===== src/design/hb_config.svh =====
////////////////////////////////////////////////////////////////////////////
// host bridge configuration
// bus and address widths, download FIFO depth and the command codes
// of the user and file channels
////////////////////////////////////////////////////////////////////////////
`ifndef HB_CONFIG_SVH
`define HB_CONFIG_SVH

`define HB_WORD_W      16
`define HB_ADDR_W      27
`define HB_FIFO_DEPTH  8

// user channel commands
`define HB_CMD_CFG     8'h01
`define HB_CMD_JOY0    8'h02
`define HB_CMD_JOY1    8'h03
`define HB_CMD_STATUS  8'h1e
`define HB_CMD_STSET   8'h29
`define HB_CMD_INFO    8'h36

// file channel commands
`define HB_FIO_TX      8'h53
`define HB_FIO_TX_DAT  8'h54
`define HB_FIO_INDEX   8'h55
`endif


===== src/design/hb_pkg.sv =====
////////////////////////////////////////////////////////////////////////////
// host bridge types
// host word, status vector, joystick set and download beat
////////////////////////////////////////////////////////////////////////////
`include "hb_config.svh"

package hb_pkg;

	// one word of the host bus
	typedef logic [`HB_WORD_W-1:0] word_t;

	// status vector written by the host menu
	typedef logic [127:0] status_t;

	// up to 32 buttons per joystick
	typedef logic [31:0] joy_t;

	// one byte of a file download and where it goes
	typedef struct packed {
		logic [`HB_ADDR_W-1:0] addr;
		logic [7:0]            data;
	} dl_beat_t;

endpackage


===== src/design/beat_fifo.sv =====
////////////////////////////////////////////////////////////////////////////
// download FIFO
// buffers beats between the file channel and the valid/ready output
////////////////////////////////////////////////////////////////////////////
`timescale 1ns/1ps
`include "hb_config.svh"

module beat_fifo
	import hb_pkg::*;
#(
	parameter int DEPTH = `HB_FIFO_DEPTH
) (
	input  logic     clk_sys,
	input  logic     rst_n,
	input  logic     push_valid,
	input  dl_beat_t push_beat,
	input  logic     ioctl_ready,
	output logic     almost_full,
	output logic     ioctl_valid,
	output dl_beat_t pop_beat
);

	localparam int AW = $clog2(DEPTH);

	dl_beat_t      mem [DEPTH];
	logic [AW-1:0] wr_ptr;
	logic [AW-1:0] rd_ptr;
	logic [AW:0]   count;
	logic          pop;
	logic          push_ok;

	assign ioctl_valid = (count != '0);
	assign pop_beat    = mem[rd_ptr];
	assign pop         = ioctl_valid && ioctl_ready;
	// a full FIFO still takes a beat when the head leaves in the same cycle
	assign push_ok     = push_valid && ((count != (AW+1)'(DEPTH)) || pop);
	// two slots of margin, one for the beat already on its way
	assign almost_full = (count >= (AW+1)'(DEPTH - 2));

	always_ff @(posedge clk_sys) begin
		if (!rst_n) begin
			wr_ptr <= '0;
			rd_ptr <= '0;
			count  <= '0;
		end else begin
			if (push_ok)
				wr_ptr <= wr_ptr + 1'b1;
			if (pop)
				rd_ptr <= rd_ptr + 1'b1;
			if (push_ok && !pop)
				count <= count + 1'b1;
			else if (pop && !push_ok)
				count <= count - 1'b1;
		end
	end

	always_ff @(posedge clk_sys) begin
		if (push_ok)
			mem[wr_ptr] <= push_beat;
	end

endmodule


===== src/design/fio_loader.sv =====
////////////////////////////////////////////////////////////////////////////
// file channel
// decodes fp_enable frames, tracks the download state and address
// and emits one beat per data word
////////////////////////////////////////////////////////////////////////////
`timescale 1ns/1ps
`include "hb_config.svh"

module fio_loader
	import hb_pkg::*;
(
	input  logic     clk_sys,
	input  logic     rst_n,
	input  logic     fp_enable,
	input  logic     io_strobe,
	input  word_t    io_din,
	output logic     push_valid,
	output dl_beat_t push_beat,
	output logic     ioctl_download,
	output word_t    ioctl_index
);

	localparam word_t FIO_TX     = {8'h00, `HB_FIO_TX};
	localparam word_t FIO_TX_DAT = {8'h00, `HB_FIO_TX_DAT};
	localparam word_t FIO_INDEX  = {8'h00, `HB_FIO_INDEX};

	logic                  has_cmd;
	word_t                 cmd;
	// arguments already taken in this frame, saturates at 3
	logic [1:0]            arg_idx;
	logic [`HB_ADDR_W-1:0] addr;
	logic                  arg_stb;
	logic                  tx_arg;
	logic                  idx_arg;
	logic                  dat_stb;

	assign arg_stb = fp_enable && io_strobe && has_cmd;
	assign tx_arg  = arg_stb && (cmd == FIO_TX);
	assign idx_arg = arg_stb && (cmd == FIO_INDEX);
	assign dat_stb = arg_stb && (cmd == FIO_TX_DAT) && ioctl_download;

	always_ff @(posedge clk_sys) begin
		if (!rst_n) begin
			has_cmd        <= 1'b0;
			cmd            <= '0;
			arg_idx        <= '0;
			push_valid     <= 1'b0;
			ioctl_download <= 1'b0;
			ioctl_index    <= '0;
		end else begin
			push_valid <= dat_stb;

			if (!fp_enable) begin
				has_cmd <= 1'b0;
			end else if (io_strobe) begin
				if (!has_cmd) begin
					cmd     <= io_din;
					has_cmd <= 1'b1;
					arg_idx <= '0;
				end else if (arg_idx != 2'd3) begin
					arg_idx <= arg_idx + 2'd1;
				end
			end

			// nonzero low byte starts, zero stops
			if (tx_arg && arg_idx == 2'd0)
				ioctl_download <= (io_din[7:0] != 8'h00);
			if (idx_arg && arg_idx == 2'd0)
				ioctl_index <= io_din;
		end
	end

	// address counter and beat payload
	always_ff @(posedge clk_sys) begin
		if (tx_arg) begin
			case (arg_idx)
				2'd0: if (io_din[7:0] != 8'h00)
					addr <= '0;
				2'd1: addr[15:0] <= io_din;
				2'd2: addr[`HB_ADDR_W-1:16] <= io_din[`HB_ADDR_W-17:0];
				default: ;
			endcase
		end
		if (dat_stb) begin
			push_beat.addr <= addr;
			push_beat.data <= io_din[7:0];
			addr           <= addr + 1'b1;
		end
	end

endmodule


===== src/design/hb_top.sv =====
////////////////////////////////////////////////////////////////////////////
// host command bridge
// turns host bus frames into core registers and a download byte stream
////////////////////////////////////////////////////////////////////////////
`timescale 1ns/1ps
`include "hb_config.svh"

module hb_top
	import hb_pkg::*;
(
	input  logic                  clk_sys,
	input  logic                  rst_n,
	// host bus
	input  logic                  io_enable,
	input  logic                  fp_enable,
	input  logic                  io_strobe,
	input  word_t                 io_din,
	output word_t                 io_dout,
	output logic                  io_wait,
	// core side registers
	input  status_t               status_in,
	input  logic                  status_set,
	input  logic                  info_req,
	input  logic [7:0]            info,
	output logic [1:0]            buttons,
	output logic                  forced_scandoubler,
	output logic                  direct_video,
	output joy_t                  joystick_0,
	output joy_t                  joystick_1,
	output status_t               status,
	// download stream
	output logic                  ioctl_download,
	output word_t                 ioctl_index,
	output logic                  ioctl_valid,
	input  logic                  ioctl_ready,
	output logic [`HB_ADDR_W-1:0] ioctl_addr,
	output logic [7:0]            ioctl_dout
);

	logic [3:0] req_count;
	status_t    req_status;
	logic [7:0] info_byte;
	logic       info_taken;
	logic       push_valid;
	dl_beat_t   push_beat;
	dl_beat_t   pop_beat;

	uio_regs i_uio_regs (
		.clk_sys            (clk_sys),
		.rst_n              (rst_n),
		.io_enable          (io_enable),
		.io_strobe          (io_strobe),
		.io_din             (io_din),
		.req_count          (req_count),
		.req_status         (req_status),
		.info_byte          (info_byte),
		.io_dout            (io_dout),
		.info_taken         (info_taken),
		.buttons            (buttons),
		.forced_scandoubler (forced_scandoubler),
		.direct_video       (direct_video),
		.joystick_0         (joystick_0),
		.joystick_1         (joystick_1),
		.status             (status)
	);

	host_req i_host_req (
		.clk_sys    (clk_sys),
		.rst_n      (rst_n),
		.status_set (status_set),
		.status_in  (status_in),
		.info_req   (info_req),
		.info       (info),
		.info_taken (info_taken),
		.req_count  (req_count),
		.req_status (req_status),
		.info_byte  (info_byte)
	);

	fio_loader i_fio_loader (
		.clk_sys        (clk_sys),
		.rst_n          (rst_n),
		.fp_enable      (fp_enable),
		.io_strobe      (io_strobe),
		.io_din         (io_din),
		.push_valid     (push_valid),
		.push_beat      (push_beat),
		.ioctl_download (ioctl_download),
		.ioctl_index    (ioctl_index)
	);

	// almost full doubles as the host wait flag
	beat_fifo i_beat_fifo (
		.clk_sys     (clk_sys),
		.rst_n       (rst_n),
		.push_valid  (push_valid),
		.push_beat   (push_beat),
		.ioctl_ready (ioctl_ready),
		.almost_full (io_wait),
		.ioctl_valid (ioctl_valid),
		.pop_beat    (pop_beat)
	);

	assign ioctl_addr = pop_beat.addr;
	assign ioctl_dout = pop_beat.data;

endmodule


===== src/design/host_req.sv =====
////////////////////////////////////////////////////////////////////////////
// core request latch
// catches status_set and info_req edges for the host to read back
////////////////////////////////////////////////////////////////////////////
`timescale 1ns/1ps

module host_req
	import hb_pkg::*;
(
	input  logic       clk_sys,
	input  logic       rst_n,
	input  logic       status_set,
	input  status_t    status_in,
	input  logic       info_req,
	input  logic [7:0] info,
	input  logic       info_taken,
	output logic [3:0] req_count,
	output status_t    req_status,
	output logic [7:0] info_byte
);

	logic status_set_d;
	logic info_req_d;

	always_ff @(posedge clk_sys) begin
		if (!rst_n) begin
			status_set_d <= 1'b0;
			info_req_d   <= 1'b0;
			req_count    <= '0;
			req_status   <= '0;
			info_byte    <= '0;
		end else begin
			status_set_d <= status_set;
			info_req_d   <= info_req;

			// counter wraps, the host only looks for a change
			if (status_set && !status_set_d) begin
				req_count  <= req_count + 4'd1;
				req_status <= status_in;
			end

			// a fresh request wins over a read in the same cycle
			if (info_req && !info_req_d)
				info_byte <= info;
			else if (info_taken)
				info_byte <= '0;
		end
	end

endmodule


===== src/design/uio_regs.sv =====
////////////////////////////////////////////////////////////////////////////
// user channel
// decodes io_enable frames, holds the core registers the host writes
// and forms the registered replies on io_dout
////////////////////////////////////////////////////////////////////////////
`timescale 1ns/1ps
`include "hb_config.svh"

module uio_regs
	import hb_pkg::*;
(
	input  logic       clk_sys,
	input  logic       rst_n,
	input  logic       io_enable,
	input  logic       io_strobe,
	input  word_t      io_din,
	input  logic [3:0] req_count,
	input  status_t    req_status,
	input  logic [7:0] info_byte,
	output word_t      io_dout,
	output logic       info_taken,
	output logic [1:0] buttons,
	output logic       forced_scandoubler,
	output logic       direct_video,
	output joy_t       joystick_0,
	output joy_t       joystick_1,
	output status_t    status
);

	localparam word_t CMD_CFG    = {8'h00, `HB_CMD_CFG};
	localparam word_t CMD_JOY0   = {8'h00, `HB_CMD_JOY0};
	localparam word_t CMD_JOY1   = {8'h00, `HB_CMD_JOY1};
	localparam word_t CMD_STATUS = {8'h00, `HB_CMD_STATUS};
	localparam word_t CMD_STSET  = {8'h00, `HB_CMD_STSET};
	localparam word_t CMD_INFO   = {8'h00, `HB_CMD_INFO};

	word_t      cmd;
	// 0 while waiting for the command, then argument number
	logic [3:0] arg_cnt;
	logic [2:0] slice_sel;
	logic       in_slice;

	// arguments 1..8 map to 16-bit slices of a 128-bit vector
	assign slice_sel = 3'(arg_cnt - 4'd1);
	assign in_slice  = (arg_cnt != 4'd0) && (arg_cnt <= 4'd8);

	// the info byte is handed over on the command strobe itself
	assign info_taken = io_enable && io_strobe && (arg_cnt == 4'd0) && (io_din == CMD_INFO);

	always_ff @(posedge clk_sys) begin
		if (!rst_n) begin
			cmd                <= '0;
			arg_cnt            <= '0;
			io_dout            <= '0;
			buttons            <= '0;
			forced_scandoubler <= 1'b0;
			direct_video       <= 1'b0;
			joystick_0         <= '0;
			joystick_1         <= '0;
			status             <= '0;
		end else if (!io_enable) begin
			cmd     <= '0;
			arg_cnt <= '0;
		end else if (io_strobe) begin
			io_dout <= '0;
			if (arg_cnt != 4'hf)
				arg_cnt <= arg_cnt + 4'd1;

			if (arg_cnt == 4'd0) begin
				cmd <= io_din;
				case (io_din)
					CMD_STSET: io_dout <= {8'h00, 4'ha, req_count};
					CMD_INFO:  io_dout <= {8'h00, info_byte};
					default: ;
				endcase
			end else begin
				case (cmd)
					CMD_CFG: if (arg_cnt == 4'd1) begin
						buttons            <= io_din[1:0];
						forced_scandoubler <= io_din[4];
						direct_video       <= io_din[10];
					end
					CMD_JOY0: begin
						if (arg_cnt == 4'd1)
							joystick_0[15:0] <= io_din;
						else if (arg_cnt == 4'd2)
							joystick_0[31:16] <= io_din;
					end
					CMD_JOY1: begin
						if (arg_cnt == 4'd1)
							joystick_1[15:0] <= io_din;
						else if (arg_cnt == 4'd2)
							joystick_1[31:16] <= io_din;
					end
					CMD_STATUS: if (in_slice)
						status[{slice_sel, 4'b0000} +: 16] <= io_din;
					// readback of the vector captured at the last status_set edge
					CMD_STSET: if (in_slice)
						io_dout <= req_status[{slice_sel, 4'b0000} +: 16];
					default: ;
				endcase
			end
		end
	end

endmodule


===== config.mk =====
export PLATFORM = sky130hd
export DESIGN_NAME = hb_top
export DESIGN_NICKNAME = d
export VERILOG_FILES = /design/src/design/hb_pkg.sv /design/src/design/beat_fifo.sv /design/src/design/fio_loader.sv /design/src/design/hb_top.sv /design/src/design/host_req.sv /design/src/design/uio_regs.sv
export VERILOG_INCLUDE_DIRS = /design/src /design/src/design
export SDC_FILE = /design/constraint.sdc
export NUM_CORES = 1
export LEC_CHECK = 0
export ABC_CLOCK_PERIOD_IN_PS = 10910
export BUFFER_PORTS_ARGS = -buffer_cell sky130_fd_sc_hd__buf_2
export CAP_MARGIN = 25
export CORE_ASPECT_RATIO = 0.7
export CORE_UTILIZATION = 62
export CTS_BUF_LIST = sky130_fd_sc_hd__clkbuf_16
export DETAILED_ROUTE_END_ITERATION = 10
export PLACE_DENSITY = 0.85
export SYNTH_ARGS = -nofsm -noshare
export SYNTH_HDL_FRONTEND = slang
export SYNTH_HIERARCHICAL = 1
export SYNTH_SLANG_ARGS = --single-unit

===== constraint.sdc =====
create_clock -name clk_sys -period 10.91 [get_ports clk_sys]
set_input_delay 0.5455 -clock clk_sys [delete_from_list [all_inputs] [get_ports clk_sys]]
set_output_delay 0.5455 -clock clk_sys [all_outputs]
set_load 0.05 [all_outputs]

== After elaboration in Yosys (flattened, before gate mapping) ==
Memories as Yosys holds them, arrays and structs flattened. A register that Yosys moved wholly into a read port is not among the register bits.
Index checks and enable logic that the tools add are counted.

* Reductions and logical operators: 48
* $add $sub $neg: 10
* Equal/unequal tests: 19
* Div/mod/pow operators: 0
* Shift operators: 3
* Order comparisons: 2
* Multiplexer cells: 20
* Bitwise logic cells: 3
* $mul: 0

{| class="wikitable"
|+ Operator list
! cell !! number
|-
| bitwise mux 128 bit || 1
|-
| variable shift 16 x 9 -> 128 bit, first input constant || 1
|-
| variable part select 128 x 8 -> 16 bit || 1
|-
| variable part select 16 x 9 -> 128 bit || 1
|-
| 2-to-1 mux 27 bit || 3
|-
| equality test 16 x 6 -> 1 bit, second input constant || 3
|-
| equality test 16 x 7 -> 1 bit, second input constant || 3
|-
| 2-to-1 mux 16 bit || 3
|-
| equality test 16 x 2 -> 1 bit, second input constant || 2
|-
| case mux 16 bit (2 select lines) || 1
|-
| adder 27 x 1 -> 27 bit, second input constant || 1
|-
| case mux 11 bit (2 select lines) || 1
|-
| AND reduction 5 bit || 4
|-
| logical AND 1 bit || 18
|-
| equality test 16 x 1 -> 1 bit, second input constant || 1
|-
| equality test 16 x 5 -> 1 bit, second input constant || 1
|-
| 2-to-1 mux 8 bit || 2
|-
| case mux 8 bit (2 select lines) || 1
|-
| adder 4 x 1 -> 4 bit, second input constant || 3
|-
| AND reduction 3 bit || 4
|-
| AND reduction 6 bit || 2
|-
| AND reduction 2 bit || 5
|-
| negator 7 -> 9 bit || 1
|-
| 2-to-1 mux 4 bit || 2
|-
| 25 further kinds || 40
|}

* Latch bits: 0
* Bits in writable memories: 280
* Logic and storage cells: 135
* Bits of input ports: 160
* Bits in read-only memories: 0
* Output and inout bits: 266
* Register bits: 483
* Memories kept: 1

{| class="wikitable"
|+ Memory list
! memory !! depth !! bits a word !! rd ports !! clocked after Yosys merged registers in !! write ports !! line !! text
|-
| i_beat_fifo.mem || 8 || 35 || 1 || 1 || 1 || beat_fifo.sv:25 || <nowiki>dl_beat_t mem [DEPTH];</nowiki>
|}

== Depth between registers and ports, before layout ==
* Depth after elaboration: 8
* Depth in mapped cells: 13
* Mapped depth without buffers: 10

== Cells and area by module ==
The synthesis kept the hierarchy.

{| class="wikitable"
|+ Modules (own cells, without submodules)
! module !! sequential area each (um^2) !! instances !! area each (um^2) !! cells an instance
|-
| beat_fifo || 8668.3 || 1 || 11458.5 || 479
|-
| uio_regs || 4644.5 || 1 || 9915.8 || 1063
|-
| host_req || 2842.7 || 1 || 5291.3 || 615
|-
| fio_loader || 2602.5 || 1 || 4176.5 || 365
|}

== Worst setup path after synthesis ==
No wires, ideal clock.

* Path kind: input-to-reg
* Start: in ioctl_ready
* End: mem i_beat_fifo/mem[0][0] in the netlist's numbering (enable)
* Stages on the path: 3
* Library setup time: 0.515 ns
* Required time: 10.395 ns
* Path buffers: 0
* Arrival: 4.138 ns
* Path slack: 6.257 ns
* Cells stage by stage: nand2b_1 -> o21ai_4 -> nor4_1

* Cells in the longest elaborated chain, start to end: 5

{| class="wikitable"
|+ Ends and longest elaborated chain
! what !! line !! text
|-
| from (decl) || hb_top.sv:35 || <nowiki>input logic ioctl_ready,</nowiki>
|-
| logical AND 1 bit || beat_fifo.sv:34 || <nowiki>assign pop = ioctl_valid && ioctl_ready;</nowiki>
|-
| logical OR 1 bit || beat_fifo.sv:36 || <nowiki>assign push_ok = push_valid && ((count != (AW+1)'(DEPTH)) || pop);</nowiki>
|-
| logical AND 1 bit || beat_fifo.sv:36 ||
|-
| 2-to-1 mux 1 bit || beat_fifo.sv:58 || <nowiki>if (push_ok)</nowiki>
|-
| 2-to-1 mux 1 bit (implied by the code) || beat_fifo.sv:59 || <nowiki>mem[wr_ptr] <= push_beat;</nowiki>
|-
| to (decl) || beat_fifo.sv:25 ||
|}

Every way passes these cells.

== Worst setup path in the final report ==
* Start: reg i_uio_regs.arg_cnt[0]
* End: reg i_uio_regs.status[126]

* Cells in the longest elaborated chain, start to end: 4
* Elaborated cells between the ends (all ways): 11
* Classes of those cells: add/sub: 2; order compare: 1; shift: 2; mux: 1; bitwise: 1; reduce/logical: 4

{| class="wikitable"
|+ Ends and longest elaborated chain
! what !! line !! text
|-
| from (decl) || uio_regs.sv:39 || <nowiki>logic [3:0] arg_cnt;</nowiki>
|-
| from (signal assigned) || uio_regs.sv:67 || <nowiki>arg_cnt <= arg_cnt + 4'd1;</nowiki>
|-
| subtractor 3 x 1 -> 3 bit * || uio_regs.sv:44 || <nowiki>assign slice_sel = 3'(arg_cnt - 4'd1);</nowiki>
|-
| named net i_uio_regs.slice_sel[0] || uio_regs.sv:40 || <nowiki>logic [2:0] slice_sel;</nowiki>
|-
| negator 7 -> 9 bit * || uio_regs.sv:96 || <nowiki>status[{slice_sel, 4'b0000} +: 16] <= io_din;</nowiki>
|-
| variable part select 16 x 9 -> 128 bit or variable shift 16 x 9 -> 128 bit (tied branches) || uio_regs.sv:96 ||
|-
| bitwise mux 128 bit * || uio_regs.sv:96 ||
|-
| to (signal, indexed assignment) || uio_regs.sv:96 ||
|-
| to (decl) || uio_regs.sv:27 || <nowiki>output status_t status</nowiki>
|}

The timed path passes the listed nets; every way through them passes the cells marked *.
A chain may end at the register's enable or synchronous reset.

==> flow_summary.rst <==
.. list-table::
   :header-rows: 1

   * - Metric
     - Value
   * - Outcome
     - completed
   * - Sink Count
     - 766
   * - Core area
     - between 0.04 and 0.05 mm²
   * - Most Used Layer, Global Route
     - met2
   * - Drc violations
     - 0
   * - Synthesized area
     - 0.0308 mm²
   * - Reported max-cap violation count
     - 0
   * - Number of design-rule violations left by the first detailed-router iteration
     - roughly 2600
   * - Top Family by Delay on Critical Path
     - simple AND/OR/NAND/NOR gates
   * - Rows
     - 67
   * - Xor and xnor fraction of the mapped netlist area
     - roughly 1.1%
   * - Ratio of cells with drive above 1 in the final layout
     - 23.1%
   * - Setup violators final
     - 0
   * - Data arrival time of the critical path
     - 5050 ps
   * - Clock H-tree levels
     - 3
   * - Leakage power
     - 12.8 nW
   * - Worst slew slack as a fraction of its limit
     - a little under a fifth
   * - Grt met3 use
     - roughly 7.0%
   * - Synthesized area per cell
     - between 10 and 15 µm²
   * - Synthesized instance count
     - between 2000 and 3000
   * - Vias post-DR
     - around 22000
   * - Die area
     - between 0.05 and 0.06 mm²
   * - Layout net count
     - a little over 3000
   * - Synth Area in Adders
     - less than 1%
   * - Kind of path behind the tightest hold check
     - in2reg
   * - Layout Area Growth over Synthesis
     - 15.6%
   * - Number of buffers added on ports
     - 425
   * - Worst-case vdd ir drop
     - approximately 110 µV
   * - Final worst-path cycle share
     - between 40% and 50%
   * - Synth Net Count
     - ~2700
   * - Share of synthesized cell area in and, or, nand and nor gates
     - 11.3%
   * - CTS clk-pin slew, worst paths
     - 60 ps
   * - Num ports
     - ~430
   * - Cell area after layout
     - approximately 0.036 mm²
   * - Least-Margin Pin Slew
     - between 1000 and 1500 ps
   * - Share of flip-flops with an asynchronous set or reset
     - 0%
   * - Filler Cell Count
     - 3155
   * - Initial core utilization
     - 63.7%
   * - Final Skew
     - between 20 and 25 ps
   * - Nature of the critical path startpoint
     - flip-flop
   * - Main combinational cell family by area after synthesis
     - multiplexers
   * - Residual antenna-violating net count after detailed routing
     - 0
   * - Floorplan die height
     - between 150 and 200 µm
   * - Critical Path Slowest Stage Cell
     - sky130_fd_sc_hd__ha_2
   * - Register-to-register setup slack
     - around 6300 ps
   * - Multi-input gate area in the final layout
     - 0.0112 mm²
   * - Final routed wire length divided by cell count
     - between 20 and 25 µm
   * - Post-synthesis cell type count
     - 65
   * - Count of pins over their slew limit
     - 0
   * - Post-CTS Hold Fix Bufs
     - 0
   * - Via density
     - between 6 and 7
   * - Maximum buffer depth of the clock tree
     - 3
   * - Setup repair after global routing missed its margin
     - no
   * - Final period demand of the worst path
     - roughly 4600 ps
   * - Top fanout value on the critical path
     - 40
   * - Grt total ovfl
     - 0
   * - Global-route wire length before repair
     - around 130000 µm
   * - Number of buffers created by CTS
     - 70
   * - Number of enable-type register cells in the synthesized netlist
     - ~340
   * - Met2 track demand over resource in global routing
     - between 50% and 60%
   * - Placed cell areas
     - 0.0332 mm²
   * - Power density of the placed cells
     - ~170 mW/mm²
   * - Clock insertion delay at the later pin of the skew report
     - 620 ps
   * - Die span in x
     - 269 µm
   * - Sequential area share after synthesis
     - about 60%
   * - Clock root buffer
     - sky130_fd_sc_hd__clkbuf_16
   * - Largest net degree at the start of global routing
     - about 140
   * - Wire length reported by the detailed router
     - around 85000 µm
   * - Total global routing track utilization
     - approximately 34%
   * - Worst hold slack
     - roughly 160 ps
   * - Final hold viol count
     - 0
   * - Detail Placement HPWL
     - 53300 µm
   * - F_max
     - ~0.22 GHz
   * - Vias in the first global route
     - 21858
   * - Most used cells in the layout excluding fill and tap cells
     - sky130_fd_sc_hd__nand2_1 (540), sky130_fd_sc_hd__buf_2 (424), sky130_fd_sc_hd__dfxtp_1 (421)
   * - Worst Path Class, Setup
     - reg2reg
   * - Area fraction in compound gates after synthesis
     - around a tenth
   * - Most used flip-flop cell after synthesis
     - sky130_fd_sc_hd__dfxtp_1
   * - Initial antenna violation count
     - 5
   * - Synthesis Warnings
     - 6
   * - TritonCTS clock tree
     - yes
   * - Critical path data required time
     - between 10000 and 15000 ps
   * - Final sum of negative setup slack
     - 0 ps
   * - Number of buffer and inverter instances along the worst setup path
     - 2
   * - Largest stage delay on the critical path
     - between 1000 and 1500 ps
   * - GRT met1 Usage
     - between 40% and 50%
   * - Most frequent standard cell in the layout excluding fill and tap cells
     - sky130_fd_sc_hd__nand2_1
   * - Sort of element at the end of the critical path
     - flip-flop
   * - Final RePlAce weighted congestion
     - 0.914
   * - Register area
     - 0.0188 mm²
   * - 1st-pass router iterations
     - 5
   * - Multiplexer area fraction after synthesis
     - about an eighth
   * - Number of synthesized register bits
     - ~770
   * - # Post-CTS Setup Buffers
     - 0
   * - Worst-path cell chain
     - buf_4 > inv_1 > ha_2 > nand3_1 > nand3b_1 > nand2b_1 > o21ai_0
   * - CTS-repair resized insts
     - 0
==> worst min-delay path, delay by kind of cell <==
kind / cells / cell delay, ps
simple gates: 1 / 40
buf+inv: 1 / 90
compound gates: 1 / 50
==> cell type report <==
| class | count | share of cell area [%] |
|---|---|---|
| clock inverters | 49 | 1.60 |
| clock buffers | 74 | 5.19 |
| multi-input cells | 1557 | 31.3 |
| repair buffers | 458 | 6.82 |
| well taps | 655 | 2.30 |
| flip-flops and latches | 766 | 52.6 |
| inverters | 13 | 0.137 |
| diodes | 5 | 0.0351 |
==> per-layer routing <==
metal  vias to the layer above  routed length (µm)
met2                      1214               41100
met3                       278                7040
li1                       9850                   -
met5                         -                   0
met1                     10987               33200
met4                         0                3990
==> sequential cells by signal, indices dropped and copies added, names as in the netlist, 8 cells and up, named ones only <==
register,flops
i_fio_loader/push_beat,35
i_host_req/info_byte,8
i_uio_regs/joystick_1,32
i_uio_regs/joystick_0,32
i_host_req/req_status,128
i_uio_regs/io_dout,16
i_fio_loader/ioctl_index,16
i_fio_loader/addr,27
i_fio_loader/cmd,16
i_uio_regs/status,128
i_uio_regs/cmd,16
i_beat_fifo/mem,280
==> logic make-up after synthesis <==
logic type                 Yosys count
AOI/OAI and AO/OA                  475
and+or+nand+nor                    794
DFF                                766
muxes                              232
buffers and inverters              199
adders and majority gates           19
xor gates and xnor gates            37
==> Yosys cell counts (25+ instances only) <==
master,instances,area share (%)
sky130_fd_sc_hd__a21oi_1,78,1.3
sky130_fd_sc_hd__a21boi_1,111,2.7
sky130_fd_sc_hd__mux4_1,70,6.0
sky130_fd_sc_hd__mux4_2,32,2.3
sky130_fd_sc_hd__nand3_1,48,0.78
sky130_fd_sc_hd__clkbuf_1,111,1.4
sky130_fd_sc_hd__mux2i_1,94,3.1
sky130_fd_sc_hd__o211ai_1,97,2.4
sky130_fd_sc_hd__xnor2_1,25,0.71
sky130_fd_sc_hd__dfxtp_1,424,28
sky130_fd_sc_hd__edfxtp_1,342,33
sky130_fd_sc_hd__nand2_1,540,6.6
sky130_fd_sc_hd__mux2_2,36,1.3
sky130_fd_sc_hd__a21boi_0,29,0.71
sky130_fd_sc_hd__buf_2,33,0.54
sky130_fd_sc_hd__o21ai_0,112,1.8
sky130_fd_sc_hd__nor2_1,71,0.86
==> report_power, final <==
| part | switching [mW] | internal [mW] | total [mW] |
|---|---|---|---|
| clock | 1.06 | 1.54 | 2.60 |
| sequential | 0.0212 | 3.01 | 3.03 |
| combinational | 0.169 | 0.0890 | 0.258 |
==> worst paths after layout <==
| kind | start | end | cells past startpoint |
|---|---|---|---|
| worst min register to register | i_host_req/req_status[81] | i_host_req/req_status[81] | 2 |
| worst min-delay path | status_in[43] | i_host_req/req_status[43] | 3 |
| worst max register to register | i_uio_regs/arg_cnt[0] | i_uio_regs/status[126] | 7 |
| worst max-delay path | i_uio_regs/arg_cnt[0] | i_uio_regs/status[126] | 7 |
==> metrics by stage <==
stage / setup WS [ps] / utilization, % / std cells / power, mW
after CTS: 5730 / 73.5 / 3570 / 5.89
final: 6340 / 73.6 / 3577 / 5.88
after floorplan: 6260 / - / 2522 / 3.25
after global routing: 5970 / 73.6 / 3576 / 6.04
after detailed placement: 5770 / 68.5 / 3447 / 3.34
after global placement: 6090 / 68.4 / 3446 / 3.33
(Power assumes the default switching activity.)
